File: src/rtl/l2_settings.svh
// L2 slice sizes
`ifndef L2_SETTINGS_SVH
`define L2_SETTINGS_SVH

// set index width for 8 sets.
`define L2_SET_BITS 3

// way index width for 4 ways.
`define L2_WAY_BITS 2

// request table index width.
`define REQS_BITS 2

// number of request table entries.
`define N_REQS 4

// request counter width holding 0 up to N_REQS.
`define REQS_BITS_P1 3

`endif

File: src/rtl/l2_pkg.sv
// L2 slice types
`default_nettype none

`include "l2_settings.svh"

package l2_pkg;

    typedef logic [`L2_SET_BITS-1:0] set_t;

    // top bit flags a finished sweep.
    typedef logic [`L2_SET_BITS:0] flush_set_t;

    // top bit flags a finished set.
    typedef logic [`L2_WAY_BITS:0] flush_way_t;

    typedef logic [`REQS_BITS-1:0] reqs_idx_t;
    typedef logic [`REQS_BITS_P1-1:0] reqs_cnt_t;

    typedef struct packed {
        logic valid;
        set_t req_set;
    } req_entry_t;

endpackage

`default_nettype wire

File: src/rtl/l2_regs_if.sv
// L2 status register bundle
`timescale 1ns/1ns
`default_nettype none

interface l2_regs_if;

    logic set_ongoing_flush, clr_ongoing_flush, ongoing_flush;
    logic incr_flush_set, clr_flush_set;
    l2_pkg::flush_set_t flush_set;
    logic incr_flush_way, clr_flush_way;
    l2_pkg::flush_way_t flush_way;
    logic set_set_conflict, clr_set_conflict, set_conflict;
    logic set_fwd_stall, clr_fwd_stall, fwd_stall;
    logic set_fwd_stall_i;
    l2_pkg::reqs_idx_t fwd_stall_i_wr_data, fwd_stall_i;
    logic fill_reqs, incr_reqs_cnt;
    l2_pkg::reqs_cnt_t reqs_cnt;
    logic clr_fwd_stall_ended, wr_en_put_reqs, fwd_stall_ended;
    l2_pkg::reqs_idx_t reqs_i;

    modport regs (
        input  set_ongoing_flush, clr_ongoing_flush, incr_flush_set, clr_flush_set,
        input  incr_flush_way, clr_flush_way, set_set_conflict, clr_set_conflict,
        input  set_fwd_stall, clr_fwd_stall, set_fwd_stall_i, fwd_stall_i_wr_data,
        input  fill_reqs, incr_reqs_cnt, clr_fwd_stall_ended, wr_en_put_reqs, reqs_i,
        output ongoing_flush, flush_set, flush_way, set_conflict, fwd_stall,
        output fwd_stall_i, reqs_cnt, fwd_stall_ended
    );

    modport reqs (
        output set_set_conflict, clr_set_conflict, set_fwd_stall, clr_fwd_stall,
        output set_fwd_stall_i, fwd_stall_i_wr_data, fill_reqs, incr_reqs_cnt,
        output wr_en_put_reqs, reqs_i, clr_fwd_stall_ended,
        input  set_conflict, fwd_stall, fwd_stall_i, reqs_cnt, fwd_stall_ended,
        input  ongoing_flush
    );

    modport flush (
        output set_ongoing_flush, clr_ongoing_flush, incr_flush_set, clr_flush_set,
        output incr_flush_way, clr_flush_way,
        input  ongoing_flush, flush_set, flush_way
    );

endinterface

`default_nettype wire

File: src/rtl/l2_ctrl_top.sv
// L2 controller slice top
`timescale 1ns/1ns
`default_nettype none

`include "l2_settings.svh"

module l2_ctrl_top (
    input  wire                       clk,
    input  wire                       rst,
    input  wire                       alloc_i,
    input  wire  [`L2_SET_BITS-1:0]   alloc_set_i,
    input  wire                       free_i,
    input  wire  [`REQS_BITS-1:0]     free_idx_i,
    input  wire                       fwd_i,
    input  wire  [`L2_SET_BITS-1:0]   fwd_set_i,
    input  wire                       flush_i,
    output logic                      alloc_ok_o,
    output logic [`REQS_BITS-1:0]     alloc_idx_o,
    output logic                      alloc_busy_o,
    output logic                      conflict_o,
    output logic                      fwd_stall_o,
    output logic                      fwd_done_o,
    output logic                      ongoing_flush_o,
    output logic [`REQS_BITS_P1-1:0]  reqs_cnt_o,
    output logic                      flush_valid_o,
    output logic [`L2_SET_BITS-1:0]   flush_set_o,
    output logic [`L2_WAY_BITS-1:0]   flush_way_o,
    output logic                      flush_done_o
);

    l2_regs_if regs_if ();

    l2_regs u_regs (
        .clk     (clk),
        .rst     (rst),
        .regs_if (regs_if.regs)
    );

    l2_reqs_table u_reqs_table (
        .clk          (clk),
        .rst          (rst),
        .alloc_i      (alloc_i),
        .alloc_set_i  (alloc_set_i),
        .free_i       (free_i),
        .free_idx_i   (free_idx_i),
        .fwd_i        (fwd_i),
        .fwd_set_i    (fwd_set_i),
        .alloc_ok_o   (alloc_ok_o),
        .alloc_idx_o  (alloc_idx_o),
        .alloc_busy_o (alloc_busy_o),
        .fwd_done_o   (fwd_done_o),
        .regs_if      (regs_if.reqs)
    );

    l2_flush_ctrl u_flush_ctrl (
        .clk           (clk),
        .rst           (rst),
        .flush_i       (flush_i),
        .flush_valid_o (flush_valid_o),
        .flush_done_o  (flush_done_o),
        .regs_if       (regs_if.flush)
    );

    assign conflict_o = regs_if.set_conflict;
    assign fwd_stall_o = regs_if.fwd_stall;
    assign ongoing_flush_o = regs_if.ongoing_flush;
    assign reqs_cnt_o = regs_if.reqs_cnt;
    assign flush_set_o = regs_if.flush_set[`L2_SET_BITS-1:0]; // drop the wrap bit.
    assign flush_way_o = regs_if.flush_way[`L2_WAY_BITS-1:0];

endmodule

`default_nettype wire

File: src/rtl/l2_flush_ctrl.sv
// Flush sweeper
`timescale 1ns/1ns
`default_nettype none

`include "l2_settings.svh"

module l2_flush_ctrl (
    input  wire      clk,
    input  wire      rst,
    input  wire      flush_i,
    output logic     flush_valid_o,
    output logic     flush_done_o,
    l2_regs_if.flush regs_if
);

    l2_pkg::flush_way_t way_nxt;
    logic way_wrap, set_top, sweep_q;

    // the set is finished once the stepped way counter reaches its top bit.
    assign way_nxt = regs_if.flush_way + l2_pkg::flush_way_t'(1);
    assign way_wrap = way_nxt[`L2_WAY_BITS];
    assign set_top = regs_if.flush_set[`L2_SET_BITS];

    assign flush_valid_o = sweep_q && !set_top;
    assign flush_done_o = regs_if.ongoing_flush && set_top;

    assign regs_if.set_ongoing_flush = flush_i && !regs_if.ongoing_flush;
    assign regs_if.clr_ongoing_flush = flush_done_o;

    assign regs_if.incr_flush_way = flush_valid_o && !way_wrap;
    assign regs_if.clr_flush_way = flush_done_o || (flush_valid_o && way_wrap);
    assign regs_if.incr_flush_set = flush_valid_o && way_wrap;
    assign regs_if.clr_flush_set = flush_done_o;

    // sweep starts one cycle after the flag rises.
    always_ff @(posedge clk or negedge rst) begin
        if (!rst) begin
            sweep_q <= 1'b0;
        end else begin
            sweep_q <= regs_if.ongoing_flush && !set_top;
        end
    end

    a_valid_in_flush: assert property (@(posedge clk) disable iff (!rst)
        flush_valid_o |-> regs_if.ongoing_flush);

endmodule

`default_nettype wire

File: src/rtl/l2_regs.sv
// L2 status registers
`timescale 1ns/1ns
`default_nettype none

`include "l2_settings.svh"

module l2_regs (
    input wire clk,
    input wire rst,
    l2_regs_if.regs regs_if
);

    localparam l2_pkg::reqs_cnt_t CNT_MAX = l2_pkg::reqs_cnt_t'(`N_REQS);

    always_ff @(posedge clk or negedge rst) begin
        if (!rst) begin
            regs_if.ongoing_flush <= 1'b0;
        end else if (regs_if.clr_ongoing_flush) begin
            regs_if.ongoing_flush <= 1'b0;
        end else if (regs_if.set_ongoing_flush) begin
            regs_if.ongoing_flush <= 1'b1;
        end
    end

    always_ff @(posedge clk or negedge rst) begin
        if (!rst) begin
            regs_if.flush_set <= '0;
        end else if (regs_if.clr_flush_set) begin
            regs_if.flush_set <= '0;
        end else if (regs_if.incr_flush_set) begin
            regs_if.flush_set <= regs_if.flush_set + l2_pkg::flush_set_t'(1);
        end
    end

    always_ff @(posedge clk or negedge rst) begin
        if (!rst) begin
            regs_if.flush_way <= '0;
        end else if (regs_if.clr_flush_way) begin
            regs_if.flush_way <= '0;
        end else if (regs_if.incr_flush_way) begin
            regs_if.flush_way <= regs_if.flush_way + l2_pkg::flush_way_t'(1);
        end
    end

    always_ff @(posedge clk or negedge rst) begin
        if (!rst) begin
            regs_if.set_conflict <= 1'b0;
        end else if (regs_if.clr_set_conflict) begin
            regs_if.set_conflict <= 1'b0;
        end else if (regs_if.set_set_conflict) begin
            regs_if.set_conflict <= 1'b1;
        end
    end

    always_ff @(posedge clk or negedge rst) begin
        if (!rst) begin
            regs_if.fwd_stall <= 1'b0;
        end else if (regs_if.clr_fwd_stall) begin
            regs_if.fwd_stall <= 1'b0;
        end else if (regs_if.set_fwd_stall) begin
            regs_if.fwd_stall <= 1'b1;
        end
    end

    always_ff @(posedge clk or negedge rst) begin
        if (!rst) begin
            regs_if.fwd_stall_i <= '0;
        end else if (regs_if.set_fwd_stall_i) begin
            regs_if.fwd_stall_i <= regs_if.fwd_stall_i_wr_data; // index of the stalled entry.
        end
    end

    // a fill and a free in the same cycle cancel out.
    always_ff @(posedge clk or negedge rst) begin
        if (!rst) begin
            regs_if.reqs_cnt <= CNT_MAX;
        end else if (regs_if.fill_reqs != regs_if.incr_reqs_cnt) begin
            if (regs_if.fill_reqs) begin
                regs_if.reqs_cnt <= regs_if.reqs_cnt - l2_pkg::reqs_cnt_t'(1);
            end else begin
                regs_if.reqs_cnt <= regs_if.reqs_cnt + l2_pkg::reqs_cnt_t'(1);
            end
        end
    end

    always_ff @(posedge clk or negedge rst) begin
        if (!rst) begin
            regs_if.fwd_stall_ended <= 1'b0;
        end else if (regs_if.clr_fwd_stall_ended) begin
            regs_if.fwd_stall_ended <= 1'b0;
        end else if (regs_if.wr_en_put_reqs && regs_if.fwd_stall &&
                     regs_if.fwd_stall_i == regs_if.reqs_i) begin
            regs_if.fwd_stall_ended <= 1'b1; // stalled entry was just freed.
        end
    end

    a_cnt_max: assert property (@(posedge clk) disable iff (!rst)
        regs_if.reqs_cnt <= CNT_MAX);

    a_fill_nonzero: assert property (@(posedge clk) disable iff (!rst)
        regs_if.fill_reqs |-> regs_if.reqs_cnt != '0);

endmodule

`default_nettype wire

File: src/rtl/l2_reqs_table.sv
// Outstanding request table
`timescale 1ns/1ns
`default_nettype none

`include "l2_settings.svh"

module l2_reqs_table (
    input  wire                    clk,
    input  wire                    rst,
    input  wire                    alloc_i,
    input  wire l2_pkg::set_t      alloc_set_i,
    input  wire                    free_i,
    input  wire l2_pkg::reqs_idx_t free_idx_i,
    input  wire                    fwd_i,
    input  wire l2_pkg::set_t      fwd_set_i,
    output logic                   alloc_ok_o,
    output l2_pkg::reqs_idx_t      alloc_idx_o,
    output logic                   alloc_busy_o,
    output logic                   fwd_done_o,
    l2_regs_if.reqs                regs_if
);

    l2_pkg::req_entry_t entries [`N_REQS];
    l2_pkg::reqs_idx_t free_slot, alloc_hit_idx, fwd_hit_idx, conflict_idx, free_idx_q;
    logic found_free, alloc_hit, fwd_hit, alloc_refuse, alloc_go, free_q;

    // descending scan so the lowest matching index wins.
    always_comb begin
        found_free = 1'b0;
        free_slot = '0;
        alloc_hit = 1'b0;
        alloc_hit_idx = '0;
        fwd_hit = 1'b0;
        fwd_hit_idx = '0;
        for (int i = `N_REQS - 1; i >= 0; i--) begin
            if (!entries[i].valid) begin
                found_free = 1'b1;
                free_slot = l2_pkg::reqs_idx_t'(i);
            end
            if (entries[i].valid && entries[i].req_set == alloc_set_i) begin
                alloc_hit = 1'b1;
                alloc_hit_idx = l2_pkg::reqs_idx_t'(i);
            end
            if (entries[i].valid && entries[i].req_set == fwd_set_i) begin
                fwd_hit = 1'b1;
                fwd_hit_idx = l2_pkg::reqs_idx_t'(i);
            end
        end
    end

    assign alloc_refuse = regs_if.ongoing_flush || regs_if.set_conflict || !found_free;
    assign alloc_go = alloc_i && !alloc_refuse && !alloc_hit;

    assign regs_if.set_set_conflict = alloc_i && !alloc_refuse && alloc_hit;
    assign regs_if.clr_set_conflict = free_i && regs_if.set_conflict &&
                                      free_idx_i == conflict_idx;

    // a new forward is ignored while a stall is pending.
    assign regs_if.set_fwd_stall = fwd_i && fwd_hit && !regs_if.fwd_stall;
    assign regs_if.set_fwd_stall_i = regs_if.set_fwd_stall;
    assign regs_if.fwd_stall_i_wr_data = fwd_hit_idx;
    assign regs_if.clr_fwd_stall = regs_if.fwd_stall_ended;
    assign regs_if.clr_fwd_stall_ended = regs_if.fwd_stall_ended;
    assign fwd_done_o = regs_if.fwd_stall_ended;

    assign regs_if.fill_reqs = alloc_ok_o;     // count follows the grant.
    assign regs_if.incr_reqs_cnt = free_q;
    assign regs_if.wr_en_put_reqs = free_q;
    assign regs_if.reqs_i = free_idx_q;

    always_ff @(posedge clk or negedge rst) begin
        if (!rst) begin
            for (int i = 0; i < `N_REQS; i++) begin
                entries[i] <= '0;
            end
            alloc_ok_o <= 1'b0;
            alloc_busy_o <= 1'b0;
            free_q <= 1'b0;
        end else begin
            if (free_i) begin
                entries[free_idx_i].valid <= 1'b0;
            end
            if (alloc_go) begin
                entries[free_slot] <= '{valid: 1'b1, req_set: alloc_set_i};
            end
            alloc_ok_o <= alloc_go;
            alloc_busy_o <= alloc_i && alloc_refuse;
            free_q <= free_i;
        end
    end

    always_ff @(posedge clk) begin
        alloc_idx_o <= free_slot;
        free_idx_q <= free_idx_i;
        if (regs_if.set_set_conflict) begin
            conflict_idx <= alloc_hit_idx;
        end
    end

    a_free_valid: assert property (@(posedge clk) disable iff (!rst)
        free_i |-> entries[free_idx_i].valid);

    // counter at zero with no free in flight means no slot is open.
    a_cnt_full: assert property (@(posedge clk) disable iff (!rst)
        (regs_if.reqs_cnt == '0) && !free_q |-> !found_free);

    a_stall_held: assert property (@(posedge clk) disable iff (!rst)
        regs_if.fwd_stall && !regs_if.fwd_stall_ended && !free_q
        |-> entries[regs_if.fwd_stall_i].valid);

endmodule

`default_nettype wire

File: config.mk
export PLATFORM = sky130hd
export DESIGN_NAME = l2_ctrl_top
export DESIGN_NICKNAME = d
export VERILOG_FILES = /design/src/rtl/l2_pkg.sv /design/src/rtl/l2_regs_if.sv /design/src/rtl/l2_ctrl_top.sv /design/src/rtl/l2_flush_ctrl.sv /design/src/rtl/l2_regs.sv /design/src/rtl/l2_reqs_table.sv
export VERILOG_INCLUDE_DIRS = /design/src /design/src/rtl
export SDC_FILE = /design/constraint.sdc
export NUM_CORES = 1
export LEC_CHECK = 0
export ABC_AREA = 1
export ABC_CLOCK_PERIOD_IN_PS = 1700
export BUFFER_PORTS_ARGS = -buffer_cell sky130_fd_sc_hd__buf_2
export CAP_MARGIN = 0
export CELL_PAD_IN_SITES_DETAIL_PLACEMENT = 1
export CELL_PAD_IN_SITES_GLOBAL_PLACEMENT = 1
export CORE_UTILIZATION = 40
export CTS_CLUSTER_SIZE = 10
export DETAILED_ROUTE_END_ITERATION = 6
export PLACE_DENSITY_LB_ADDON = 0.1
export SETUP_SLACK_MARGIN = 0.2
export SLEW_MARGIN = 20
export SYNTH_ARGS = -nofsm -noshare
export SYNTH_HDL_FRONTEND = slang
export SYNTH_HIERARCHICAL = 1
export SYNTH_SLANG_ARGS = --single-unit
File: constraint.sdc
create_clock -name clk -period 1.7 [get_ports clk]
set_input_delay 0.34 -clock clk [delete_from_list [all_inputs] [get_ports clk]]
set_output_delay 0.34 -clock clk [all_outputs]
set_load 0.01 [all_outputs]
==> results.md, run 1 <==
* H-tree depth at 2
* Hold Vio Cnt, Final at 0
* Period utilization at 90.8%
* Worst-Margin Slew at 0.486 ns
* Reg area at 1050 µm²
* LEAKAGE at 1.52 nW
* Final setup viols at 0
* Max-cap violation count at 0
* Fmax at 0.648 GHz
* CP Data Arrival Time at 1.74 ns
* Detail Placement HPWL at 4850 µm
* Synth cell types at 33
* Cts bufs inserted at 5
* Critical path class: flip-flop to flip-flop
* Num rows at 27
* TNS Setup at 0 ns
* Combinational fraction of design power at 44.9%
* Layout cells sized above 1 at 31.6%
* Multiplexer share of the synthesized area at 0.416%
* GP Congestion at 0.822
* Min-Delay Path Class: primary input to async pin
* IO buf count at 31
* First-pass GRT wire length at 11200 µm
* I/O pin cnt at 32
* Synth Area in Adders at 1.87%
* Clock power frac at 17.8%
* Synth Register Bits at 42
* GRT Overall Usage at 23.7%
* Multi-input combinational cell area at 1210 µm²
* Gate Count Post-Synth at 318
* Peak VDD IR at 0.890 mV
* CTS sink count at 42
* Sw frac at 43.7%
* Initial Utilization at 42.6%
* Yosys warnings at 6
* Core Area at 5640 µm²
* Post-synthesis xor/xnor area fraction at 3.64%
* GR Overflow Total at 0
* Syn Nets at 335
* Area grow syn2layout at 23.9%
* Initial antenna violation count at 0
* Clock Latency Late Sink at 0.31 ns
* Die area at 6320 µm²
* WL final at 7170 µm
* Post-Syn Area per Cell at 7.56 µm²
* Post-route antenna net violation count at 0
* Cell internal pwr at 0.00270 W
* Max_slew headroom at 67.6%
* Synth Cell Area at 2400 µm²
* CTS Root Cell: clkbuf_8
* Main combinational cell family by area after synthesis: simple AND/OR/NAND/NOR gates
* Post-CTS Hold Buffers at 0
* Fillers at 719
* Ant diodes at 0
* Post-synthesis compound-gate area fraction at 6.09%
* Vias post-DR at 2244
* CTS tree: done
* Slew Viols, Final at 0
* Clock Skew at 0.00668 ns
* Drc violations at 0
* Wire per inst at 16.3 µm
* CP Capture Type: flip-flop
* Worst path required time at 1.90 ns
* DR pass1 iterations at 4
* Final nets at 383
* Switching pwr at 0.00209 W
* Simple-Gate Fraction of Synth Area at 33.1%
* Outcome: finished, final reports clean
* Sequential-to-total area share from yosys stat at 43.4%
* Via/cell ratio at 5.11
* Number of global-route vias before repair at 2222
* Clock buffer depth at 2
* Clk slew on worst S/H paths at 0.09 ns
* Pwr/cell area at 1610 nW/µm²
* Flop pwr share at 37.3%
* Initial DRC count at 91
* RSZ-0062 raised after global routing: yes
* CP Launch Type: flip-flop
* Largest net degree at the start of global routing at 37
* Post-layout util at 52.8%
* Die width at 79.5 µm
* Min cycle time layout at 1.54 ns
* DIE HEIGHT at 79.5 µm
* Critical-path maximum fanout at 6
* Worst R2R Setup Slack at 0.16 ns
stage by stage:
stage	total power (W)	std cells	area [µm²]	hold slack (ns)	setup slack [ns]
floorplan	0.00296	318	2410	0.0444	0.207
global placement	0.00344	415	2600	0.423	0.0314
detailed placement	0.00352	415	2600	0.423	0.00804
CTS	0.00452	427	2800	0.0864	0.176
global route	0.00517	439	2980	0.100	0.0890
finish	0.00479	439	2980	0.0719	0.156
cell usage in the layout, fill, tap and decap left out, types with 2 or more instances in the layout:
cell type and count:
dfrtp_2 10, o21ai_0 9, nor2_2 7, buf_6 4, dfrtp_1 25, clkbuf_8 5
xnor2_1 5, nor2_1 34, a21boi_0 2, nand3_4 4, buf_2 32, nor3_1 3
nand2_1 86, nand2_4 2, inv_1 33, a21oi_1 11, nand4_1 14, dfxtp_1 4
nand2_2 13, nor2_4 2, xor2_1 5, nand3_1 9, ha_1 2, inv_2 10
edfxtp_1 2, buf_4 18
state kept, by name, summed over array words and instances, names as in the netlist, 2 cells and up:
name,flops
u_regs/regs_if.reqs_cnt,3
u_reqs_table/alloc_idx_o,2
u_reqs_table/entries,16
u_regs/regs_if.fwd_stall_i,2
u_reqs_table/conflict_idx,2
u_regs/regs_if.flush_set,4
u_regs/regs_if.flush_way,3
u_reqs_table/regs_if.reqs_i,2
what timing repair did:
action                                  in CTS  in global routing
setup buffers                                3                 11
gates resized for setup                     15                 35
endpoints found under the setup margin      19                 25
gates cloned                                 1                  1
endpoints found under the hold margin        0                  0
pin swaps                                    4                 16
routing by layer:
layer	share of wire [%]	wire length (µm)	track usage [%]	vias up
met1	44	3170	31.4	1101
li1	-	-	-	1088
met5	0	0	0	-
met3	5.0	355	3.66	7
met2	50	3580	40.1	48
met4	0.91	65	5.82	0
worst paths after layout:
kind,start,end,depth (start not counted)
worst min-delay path,rst,u_reqs_table/entries[0]$_DFFE_PN0P_,2
worst max register to register,u_reqs_table/entries[4]$_DFFE_PN0P_,u_reqs_table/entries[14]$_DFFE_PN0P_,10
worst min register to register,u_regs/regs_if.fwd_stall_ended$_DFFE_PN0P_,u_regs/regs_if.fwd_stall$_DFFE_PN0P_,1
worst max-delay path,u_reqs_table/entries[4]$_DFFE_PN0P_,u_reqs_table/entries[14]$_DFFE_PN0P_,10
min in group clk,free_i,u_reqs_table/regs_if.incr_reqs_cnt$_DFF_PN0_,1
max in group asynchronous,rst,u_regs/regs_if.flush_way[0]$_DFFE_PN0P_,2
final cells by class:
| class | count | share of cell area, % |
|---|---|---|
| Tap cell | 72 | 3.03 |
| Timing Repair Buffer | 54 | 11.4 |
| Multi-Input combinational cell | 220 | 40.8 |
| Clock inverter | 3 | 1.64 |
| Inverter | 43 | 5.42 |
| Sequential cell | 42 | 35.4 |
| Clock buffer | 5 | 2.31 |
power groups by stage:
stage	registers [W]	logic [W]	clock network, W
2_1_floorplan	0.00173	0.00123	0
3_3_place_gp	0.00175	0.00169	0
3_5_place_dp	0.00177	0.00175	0
4_1_cts	0.00177	0.00189	0.000865
5_1_grt	0.00184	0.00242	0.000913
6_report	0.00179	0.00215	0.000852
worst max-delay path: stages, from the launching register on:
cell	delay [ns]
dfrtp_2	0.48
inv_2	0.07
nand2_2	0.04
nand2_1	0.06
nor2_1	0.04
nand2_2	0.11
nand2_4	0.10
nor2_8	0.24
nand3_4	0.14
nand2_1	0.10
nand2_1	0.05
cell families (layout without fill, tap and decap cells):
group           count (synthesis)  count (layout)
mux                             1               1
xor+xnor                       10              10
buf+inv                        57             105
fa+ha+maj                       3               3
simple gates                  178             179
compound gates                 27              27
flops                          42              42
cells in the mapped netlist, drive strengths merged:
master / count / area share, %
nand2: 101 / 17
inv: 43 / 6.7
nor2: 43 / 7.5
dfrtp: 35 / 36
nand4: 14 / 3.6
buf: 13 / 4.7
nand3: 13 / 3.1
a21oi: 12 / 2.5
o21ai: 10 / 2.1
xnor2: 5 / 1.8
xor2: 5 / 1.8
dfxtp: 4 / 3.3
nor3: 4 / 0.83
a21boi: 2 / 0.62
edfxtp: 2 / 2.5
ha: 2 / 1.0
a31oi: 1 / 0.26
clkbuf: 1 / 0.16
dfstp: 1 / 1.1
fa: 1 / 0.83
mux2i: 1 / 0.42
nor3b: 1 / 0.31
nor4: 1 / 0.88
o2111ai: 1 / 0.36
o22ai: 1 / 0.26
or2: 1 / 0.26
(Power assumes the default switching activity.)
==> run 2: changes to the inputs <==
- SYNTH_HIERARCHICAL: 1 -> default
==> run 2 against run 1 <==
Compared with the run above:
- power shrank 21%
- final area up 7.4%
- highest routed layer unchanged
- maximum frequency grew 2.6%
- worst hold slack improved by 0.12 ns
- setup slack improved by 0.039 ns
- via count grew 7.5%
- global-route usage rose by 0.86 points
==> results.md, run 2 <==
* Detail Placement HPWL at 5320 µm (was 4850 µm)
* CTS tree: done (unchanged)
* GP Congestion at 0.822 (about the same)
* Wire per inst at 16.4 µm (was 16.3 µm)
* Yosys warnings at 0 (was 6)
* Sink of the worst hold path: u_reqs_table.regs_if.incr_reqs_cnt$_DFF_PN0_
* I/O pin cnt at 32 (unchanged)
* Reg area at 1050 µm² (about the same)
* FF-to-FF Start: u_reqs_table.entries[12]$_DFFE_PN0P_ (was u_reqs_table/entries[4]$_DFFE_PN0P_)
* Slew Viols, Final at 0 (unchanged)
* Worst path required time at 1.95 ns (was 1.90 ns)
* Buf+Inv Stages, Crit Path at 3 (was 1)
* Post-synth top area cell: dfrtp_1 (unchanged)
* Ant diodes at 0 (unchanged)
* Fmax at 0.665 GHz (was 0.648 GHz)
* Max_slew headroom at 71.0% (was 67.6%)
* Outcome: finished, final reports clean (unchanged)
* Worst R2R Setup Slack at 0.20 ns (was 0.16 ns)
* Placed cell count at 448 (was 415)
* CP Capture Type: flip-flop (unchanged)
* Clk slew on worst S/H paths at 0.10 ns (was 0.09 ns)
* RSZ-0062 raised after global routing: yes (unchanged)
* Period utilization at 88.5% (was 90.8%)
* Min cycle time layout at 1.50 ns (was 1.54 ns)
* Slowest cell on crit path: dfrtp_1 (was dfrtp_2)
* LEAKAGE at 1.69 nW (was 1.52 nW)
* Cts bufs inserted at 5 (unchanged)
* Fillers at 768 (was 719)
* Sequential-to-total area share from yosys stat at 42.4% (was 43.4%)
* Final nets at 419 (was 383)
* Area fraction of the dominant cell type after synthesis at 35.6% (was 36.4%)
* TNS Setup at 0 ns (unchanged)
* Largest cells by area after synthesis: dfrtp_1, nand2_1, inv_1, nor2_1, nand4_1 (unchanged)
* Drc violations at 0 (unchanged)
* Non-Filler Instances at 478 (was 439)
* IO buf count at 31 (unchanged)
* Post-synth top flop: dfrtp_1 (unchanged)
* Most used cell along the critical path: nand2_1 (unchanged)
* Hold Crit Depth at 1
* GRT Overall Usage at 24.5% (was 23.7%)
* Gate Count Post-Synth at 337 (was 318)
* Synth cell types at 30 (was 33)
* Critical-path maximum fanout at 8 (was 6)
* Cell count along the critical path at 10 (unchanged)
* Clock power frac at 19.3% (was 17.8%)
* Synth top cells by count: nand2_1, inv_1, nor2_1 (unchanged)
* Synth Register Bits at 42 (unchanged)
* Area grow syn2layout at 30.1% (was 23.9%)
* Clock buffer depth at 2 (unchanged)
* Post-layout util at 54.0% (was 52.8%)
* Min-Delay Startpoint: free_i
* Max reg flops at 16 (unchanged)
* Min-Delay Path Class: primary input to flip-flop (was primary input to async pin)
* Cell internal pwr at 0.00223 W (was 0.00270 W)
* Multi-input combinational cell area at 1280 µm² (was 1210 µm²)
* CP Launch Type: flip-flop (unchanged)
* Clock Skew at 0.0117 ns (was 0.00668 ns)
* Ys async rst share at 85.7% (unchanged)
* Number of global-route vias before repair at 2336 (was 2222)
* Worst-Margin Slew at 0.435 ns (was 0.486 ns)
* Post-Syn Area per Cell at 7.30 µm² (was 7.56 µm²)
* GR Overflow Total at 0 (unchanged)
* First-pass GRT wire length at 11700 µm (was 11200 µm)
* Post-synth EDFFs at 2 (unchanged)
* Via/cell ratio at 5.05 (was 5.11)
* H-tree depth at 2 (unchanged)
* Synth Cell Area at 2460 µm² (was 2400 µm²)
* Critical-path cell list: inv_2 -> nand2_1 -> nand3_2 -> inv_1 -> nand2_2 -> nand2_4 -> nor2_8 -> buf_6 -> nand4_1 -> nand2_1 (was inv_2 -> nand2_2 -> nand2_1 -> nor2_1 -> nand2_2 -> nand2_4 -> nor2_8 -> nand3_4 -> nand2_1 -> nand2_1)
* Design Area, Final at 3200 µm² (was 2980 µm²)
* Hold Vio Cnt, Final at 0 (unchanged)
* Layout cells sized above 1 at 32.8% (was 31.6%)
* Top reg by flops: u_reqs_table.entries (was u_reqs_table/entries)
* Core Area at 5920 µm² (was 5640 µm²)
* Switching pwr at 0.00158 W (was 0.00209 W)
* Initial DRC count at 116 (was 91)
* Most common cell after layout, fill and taps aside: nand2_1 (unchanged)
* Clock Latency Late Sink at 0.32 ns (was 0.31 ns)
* Commonest cells after routing, fill and taps aside: nand2_1, inv_1, nor2_1, buf_2 (was nand2_1, nor2_1, inv_1, buf_2, dfrtp_1)
* Num rows at 28 (was 27)
* Final setup viols at 0 (unchanged)
* Flop pwr share at 38.9% (was 37.3%)
* Pwr/cell area at 1190 nW/µm² (was 1610 nW/µm²)
* Largest net degree at the start of global routing at 21 (was 37)
* CTS Root Cell: clkbuf_8 (unchanged)
* Reg2reg path depth at 10 (unchanged)
* CP Data Arrival Time at 1.76 ns (was 1.74 ns)
* Combinational fraction of design power at 41.7% (was 44.9%)
* CTS sink count at 42 (unchanged)
* DR pass1 iterations at 4 (unchanged)
* Die area at 6460 µm² (was 6320 µm²)
* Vias post-DR at 2412 (was 2244)
* DIE HEIGHT at 80.4 µm (was 79.5 µm)
* WL final at 7840 µm (was 7170 µm)
* Crit-path max cell delay at 0.43 ns (was 0.48 ns)
* Post-route antenna net violation count at 0 (unchanged)
* Initial Utilization at 41.5% (was 42.6%)
* Sw frac at 41.5% (was 43.7%)
* Syn Nets at 354 (was 335)
* Critical path class: flip-flop to flip-flop (unchanged)
* Biggest regs: u_reqs_table.entries x16, u_regs.regs_if.flush_set x4 (was u_reqs_table/entries x16, u_regs/regs_if.flush_set x4)
* Post-DP Area at 2760 µm² (was 2600 µm²)
* Max-cap violation count at 0 (unchanged)
* Initial antenna violation count at 0 (unchanged)
* Reg2reg end: u_reqs_table.entries[4]$_DFFE_PN0P_ (was u_reqs_table/entries[14]$_DFFE_PN0P_)
* Peak VDD IR at 0.615 mV (was 0.890 mV)
* Top-count cell post-synth: nand2_1 (unchanged)
* Largest delay share family, worst path: simple AND/OR/NAND/NOR gates (unchanged)
* Die width at 80.4 µm (was 79.5 µm)
[run 2: metal layers]
metal  vias to the layer above  GRT usage [%]  share of wire (%)
met2                        48           40.3                 49
met3                        10           4.09                3.2
met4                         0           7.50                1.7
li1                       1176              -                  -
met5                         -              0                  0
met1                      1178           32.8                 46
[run 2: worst reg2reg max path, cell delays in order, from the launching register on]
cell,delay (ns)
dfrtp_1,0.43
inv_2,0.08
nand2_1,0.07
nand3_2,0.10
inv_1,0.06
nand2_2,0.08
nand2_4,0.07
nor2_8,0.19
buf_6,0.17
nand4_1,0.11
nand2_1,0.08
[run 2: logic make-up (layout without fill, tap and decap cells)]
| logic type | count (synthesis) | after routing | share of synthesized area (%) |
|---|---|---|---|
| buffers and inverters | 59 | 125 | 11.3 |
| and+or+nand+nor | 198 | 198 | 35.4 |
| DFF | 42 | 42 | 42.4 |
| AOI/OAI and AO/OA | 26 | 26 | 5.80 |
| xor gates and xnor gates | 9 | 9 | 3.21 |
| adders and majority gates | 3 | 3 | 1.83 |
[run 2: through the flow]
stage | hold WS (ns) | power (W) | worst slack [ns]
final | 0.187 | 0.00381 | 0.195
after global routing | 0.180 | 0.00406 | 0.112
after CTS | 0.178 | 0.00360 | 0.136
after detailed placement | 0.308 | 0.00275 | -0.0333
after global placement | 0.309 | 0.00269 | 0.00477
after floorplan | 0.0444 | 0.00230 | 0.262
[run 2: power by group through the flow]
| stage | registers [W] | clock network [W] | logic (W) |
|---|---|---|---|
| floorplan | 0.00149 | 0 | 0.000816 |
| global placement | 0.00149 | 0 | 0.00121 |
| detailed placement | 0.00150 | 0 | 0.00126 |
| CTS | 0.00147 | 0.000757 | 0.00137 |
| global route | 0.00151 | 0.000791 | 0.00176 |
| finish | 0.00148 | 0.000736 | 0.00159 |
[run 2: cell type report]
class                      instances  share of cell area, %
multi-input combinational        236                   40.2
sequential                        42                   32.8
timing repair buffer              68                   15.1
inverter                          49                   5.91
tap                               75                   2.93
clock buffer                       5                   2.15
clock inverter                     3                  0.900
[run 2: how the worst max path moves through the flow]
stage,from,endpoint
floorplan,u_regs.regs_if.ongoing_flush$_DFFE_PN0P_,u_reqs_table.conflict_idx[0]$_SDFFCE_PP0P_
global placement,alloc_set_i[1],u_reqs_table.conflict_idx[1]$_SDFFCE_PP0P_
detailed placement,alloc_set_i[0],u_reqs_table.conflict_idx[0]$_SDFFCE_PP0P_
CTS,u_regs.regs_if.ongoing_flush$_DFFE_PN0P_,flush_done_o
global route,u_reqs_table.entries[12]$_DFFE_PN0P_,u_reqs_table.entries[13]$_DFFE_PN0P_
finish,u_reqs_table.entries[12]$_DFFE_PN0P_,u_reqs_table.entries[4]$_DFFE_PN0P_
[run 2: what timing repair did]
item,CTS,global route
pin swaps,1,23
endpoints found under the hold margin,16,0
hold buffers,1,0
gates resized for setup,18,39
setup buffers,7,14
setup endpoints to repair,12,25
gates cloned,0,0
==> run 3: changes to the inputs <==
- CTS_CLUSTER_DIAMETER: default -> 50
- MAX_ROUTING_LAYER: default -> met4
==> run 3 against run 2 <==
Compared with the run above:
- die area unchanged
- final area unchanged
- first-iteration DRC count increased by 24%
- register-to-register slack about the same
==> results.md, run 3 (synthesis results as in run 2) <==
* GP Congestion at 0.834 (was 0.822)
* Core Area at 5920 µm² (unchanged)
* CP Capture Type: flip-flop (unchanged)
* RSZ-0062 raised after global routing: yes (unchanged)
* Layout cells sized above 1 at 32.8% (unchanged)
* CTS Root Cell: clkbuf_8 (unchanged)
* Final setup viols at 0 (unchanged)
* Clk slew on worst S/H paths at 0.10 ns (about the same)
* Worst-Margin Slew at 0.436 ns (was 0.435 ns)
* Biggest regs: u_reqs_table.entries x16, u_regs.regs_if.flush_set x4 (unchanged)
* Tot Pwr at 0.00381 W (about the same)
* Initial antenna violation count at 0 (unchanged)
* Ant diodes at 0 (unchanged)
* Fmax at 0.661 GHz (was 0.665 GHz)
* Slew Viols, Final at 0 (unchanged)
* Largest net degree at the start of global routing at 21 (unchanged)
* Max-cap violation count at 0 (unchanged)
* Place WS at -0.0333 ns (unchanged)
* First-pass GRT wire length at 11700 µm (unchanged)
* Min cycle time layout at 1.51 ns (was 1.50 ns)
* Via/cell ratio at 5.06 (was 5.05)
* Wire per inst at 16.3 µm (was 16.4 µm)
* DIE HEIGHT at 80.4 µm (unchanged)
* Num rows at 28 (unchanged)
* Clock Skew at 0.0105 ns (was 0.0117 ns)
* H-tree depth at 2 (unchanged)
* WL final at 7810 µm (was 7840 µm)
* Critical path class: flip-flop to flip-flop (unchanged)
* Period utilization at 88.9% (was 88.5%)
* Buf+Inv Stages, Crit Path at 3 (unchanged)
* Vias post-DR at 2420 (was 2412)
* Top reg by flops: u_reqs_table.entries (unchanged)
* LEAKAGE at 1.69 nW (unchanged)
* Pwr/cell area at 1190 nW/µm² (about the same)
* Cts bufs inserted at 5 (unchanged)
* Critical-path maximum fanout at 8 (unchanged)
* Slowest cell on crit path: dfrtp_1 (unchanged)
* I/O pin cnt at 32 (unchanged)
* Peak VDD IR at 0.615 mV (about the same)
* Critical-path cell list: inv_2 -> nand2_1 -> nand3_2 -> inv_1 -> nand2_2 -> nand2_4 -> nor2_8 -> buf_6 -> nand4_1 -> nand2_1 (unchanged)
* Commonest cells after routing, fill and taps aside: nand2_1, inv_1, nor2_1, buf_2 (unchanged)
* CTS tree: done (unchanged)
* Worst path required time at 1.95 ns (about the same)
* Area grow syn2layout at 30.1% (unchanged)
* Outcome: finished, final reports clean (unchanged)
* Drc violations at 0 (unchanged)
* PnR worst setup slack at 0.188 ns (was 0.195 ns)
* Final nets at 419 (unchanged)
* GRT Overall Usage at 25.2% (was 24.5%)
* Initial DRC count at 144 (was 116)
* Hold Vio Cnt, Final at 0 (unchanged)
* Max_slew headroom at 70.9% (was 71.0%)
* Max reg flops at 16 (unchanged)
* Die width at 80.4 µm (unchanged)
* Fillers at 768 (unchanged)
* Largest delay share family, worst path: simple AND/OR/NAND/NOR gates (unchanged)
* Clock Latency Late Sink at 0.32 ns (about the same)
* Post-route antenna net violation count at 0 (unchanged)
* CP Launch Type: flip-flop (unchanged)
* IO buf count at 31 (unchanged)
* Detail Placement HPWL at 5320 µm (unchanged)
* Initial Utilization at 41.5% (unchanged)
* Most used cell along the critical path: nand2_1 (unchanged)
* GR Overflow Total at 0 (unchanged)
* CP Data Arrival Time at 1.77 ns (was 1.76 ns)
* Min-Delay Path Class: primary input to flip-flop (unchanged)
* Die area at 6460 µm² (unchanged)
* Clock buffer depth at 2 (unchanged)
* Crit-path max cell delay at 0.43 ns (about the same)
* CTS sink count at 42 (unchanged)
* Most common cell after layout, fill and taps aside: nand2_1 (unchanged)
* DR pass1 iterations at 4 (unchanged)
* Number of global-route vias before repair at 2336 (unchanged)
-- run 3: what timing repair did --
item	CTS	global route
hold endpoints to repair	16	0
setup endpoints to repair	12	25
hold buffers	1	0
resized for setup	18	39
pin swaps	1	23
buffers inserted	7	14
-- run 3: metal layers --
layer	vias up	global-route usage [%]	routed length (µm)
li1	1178	-	-
met5	-	-	0
met2	56	40.3	3840
met1	1176	32.8	3530
met4	0	7.50	131
met3	10	4.09	305
-- run 3: final timing paths --
kind	startpoint	end	slack, ns	depth (start not counted)
max	u_reqs_table.entries[12]$_DFFE_PN0P_	u_reqs_table.entries[4]$_DFFE_PN0P_	0.19	10
min	free_i	u_reqs_table.regs_if.incr_reqs_cnt$_DFF_PN0_	0.19	1
max reg2reg	u_reqs_table.entries[12]$_DFFE_PN0P_	u_reqs_table.entries[4]$_DFFE_PN0P_	0.19	10
min reg2reg	u_regs.regs_if.reqs_cnt[2]$_DFFE_PN1P_	u_regs.regs_if.reqs_cnt[2]$_DFFE_PN1P_	0.50	1
max in group asynchronous	rst	u_regs.regs_if.reqs_cnt[2]$_DFFE_PN1P_	0.68	3
min in group asynchronous	rst	u_reqs_table.entries[12]$_DFFE_PN0P_	0.49	2
-- run 3: final cells by class --
| type | instances | area (µm²) | area share [%] |
|---|---|---|---|
| inverter | 49 | 189 | 5.91 |
| sequential | 42 | 1050 | 32.8 |
| tap | 75 | 93.8 | 2.93 |
| multi-input combinational | 236 | 1280 | 40.2 |
| clock buffer | 5 | 68.8 | 2.15 |
| timing repair buffer | 68 | 484 | 15.1 |
| clock inverter | 3 | 28.8 | 0.900 |
-- run 3: report_power, final --
part	switching (W)	internal (W)	total (W)
registers	0.000236	0.00125	0.00148
clock network	0.000430	0.000308	0.000738
logic	0.000915	0.000673	0.00159
total	0.00158	0.00223	0.00381
-- run 3: worst register-to-register path, cell delays in order (launching register included) --
cell,delay [ns]
dfrtp_1,0.43
inv_2,0.08
nand2_1,0.07
nand3_2,0.10
inv_1,0.06
nand2_2,0.08
nand2_4,0.07
nor2_8,0.18
buf_6,0.17
nand4_1,0.11
nand2_1,0.08
-- run 3: per-stage QoR --
step	instance area [µm²]	TNS [ns]	util, %	hold slack (ns)	cells
floorplan	2460	0	-	0.0444	337
global placement	2760	0	46.5	0.309	448
CTS	2970	0	50.1	0.178	464
finish	3200	0	54.0	0.187	478
global route	3200	0	54.0	0.180	478
detailed placement	2760	-0.0666	46.5	0.308	448
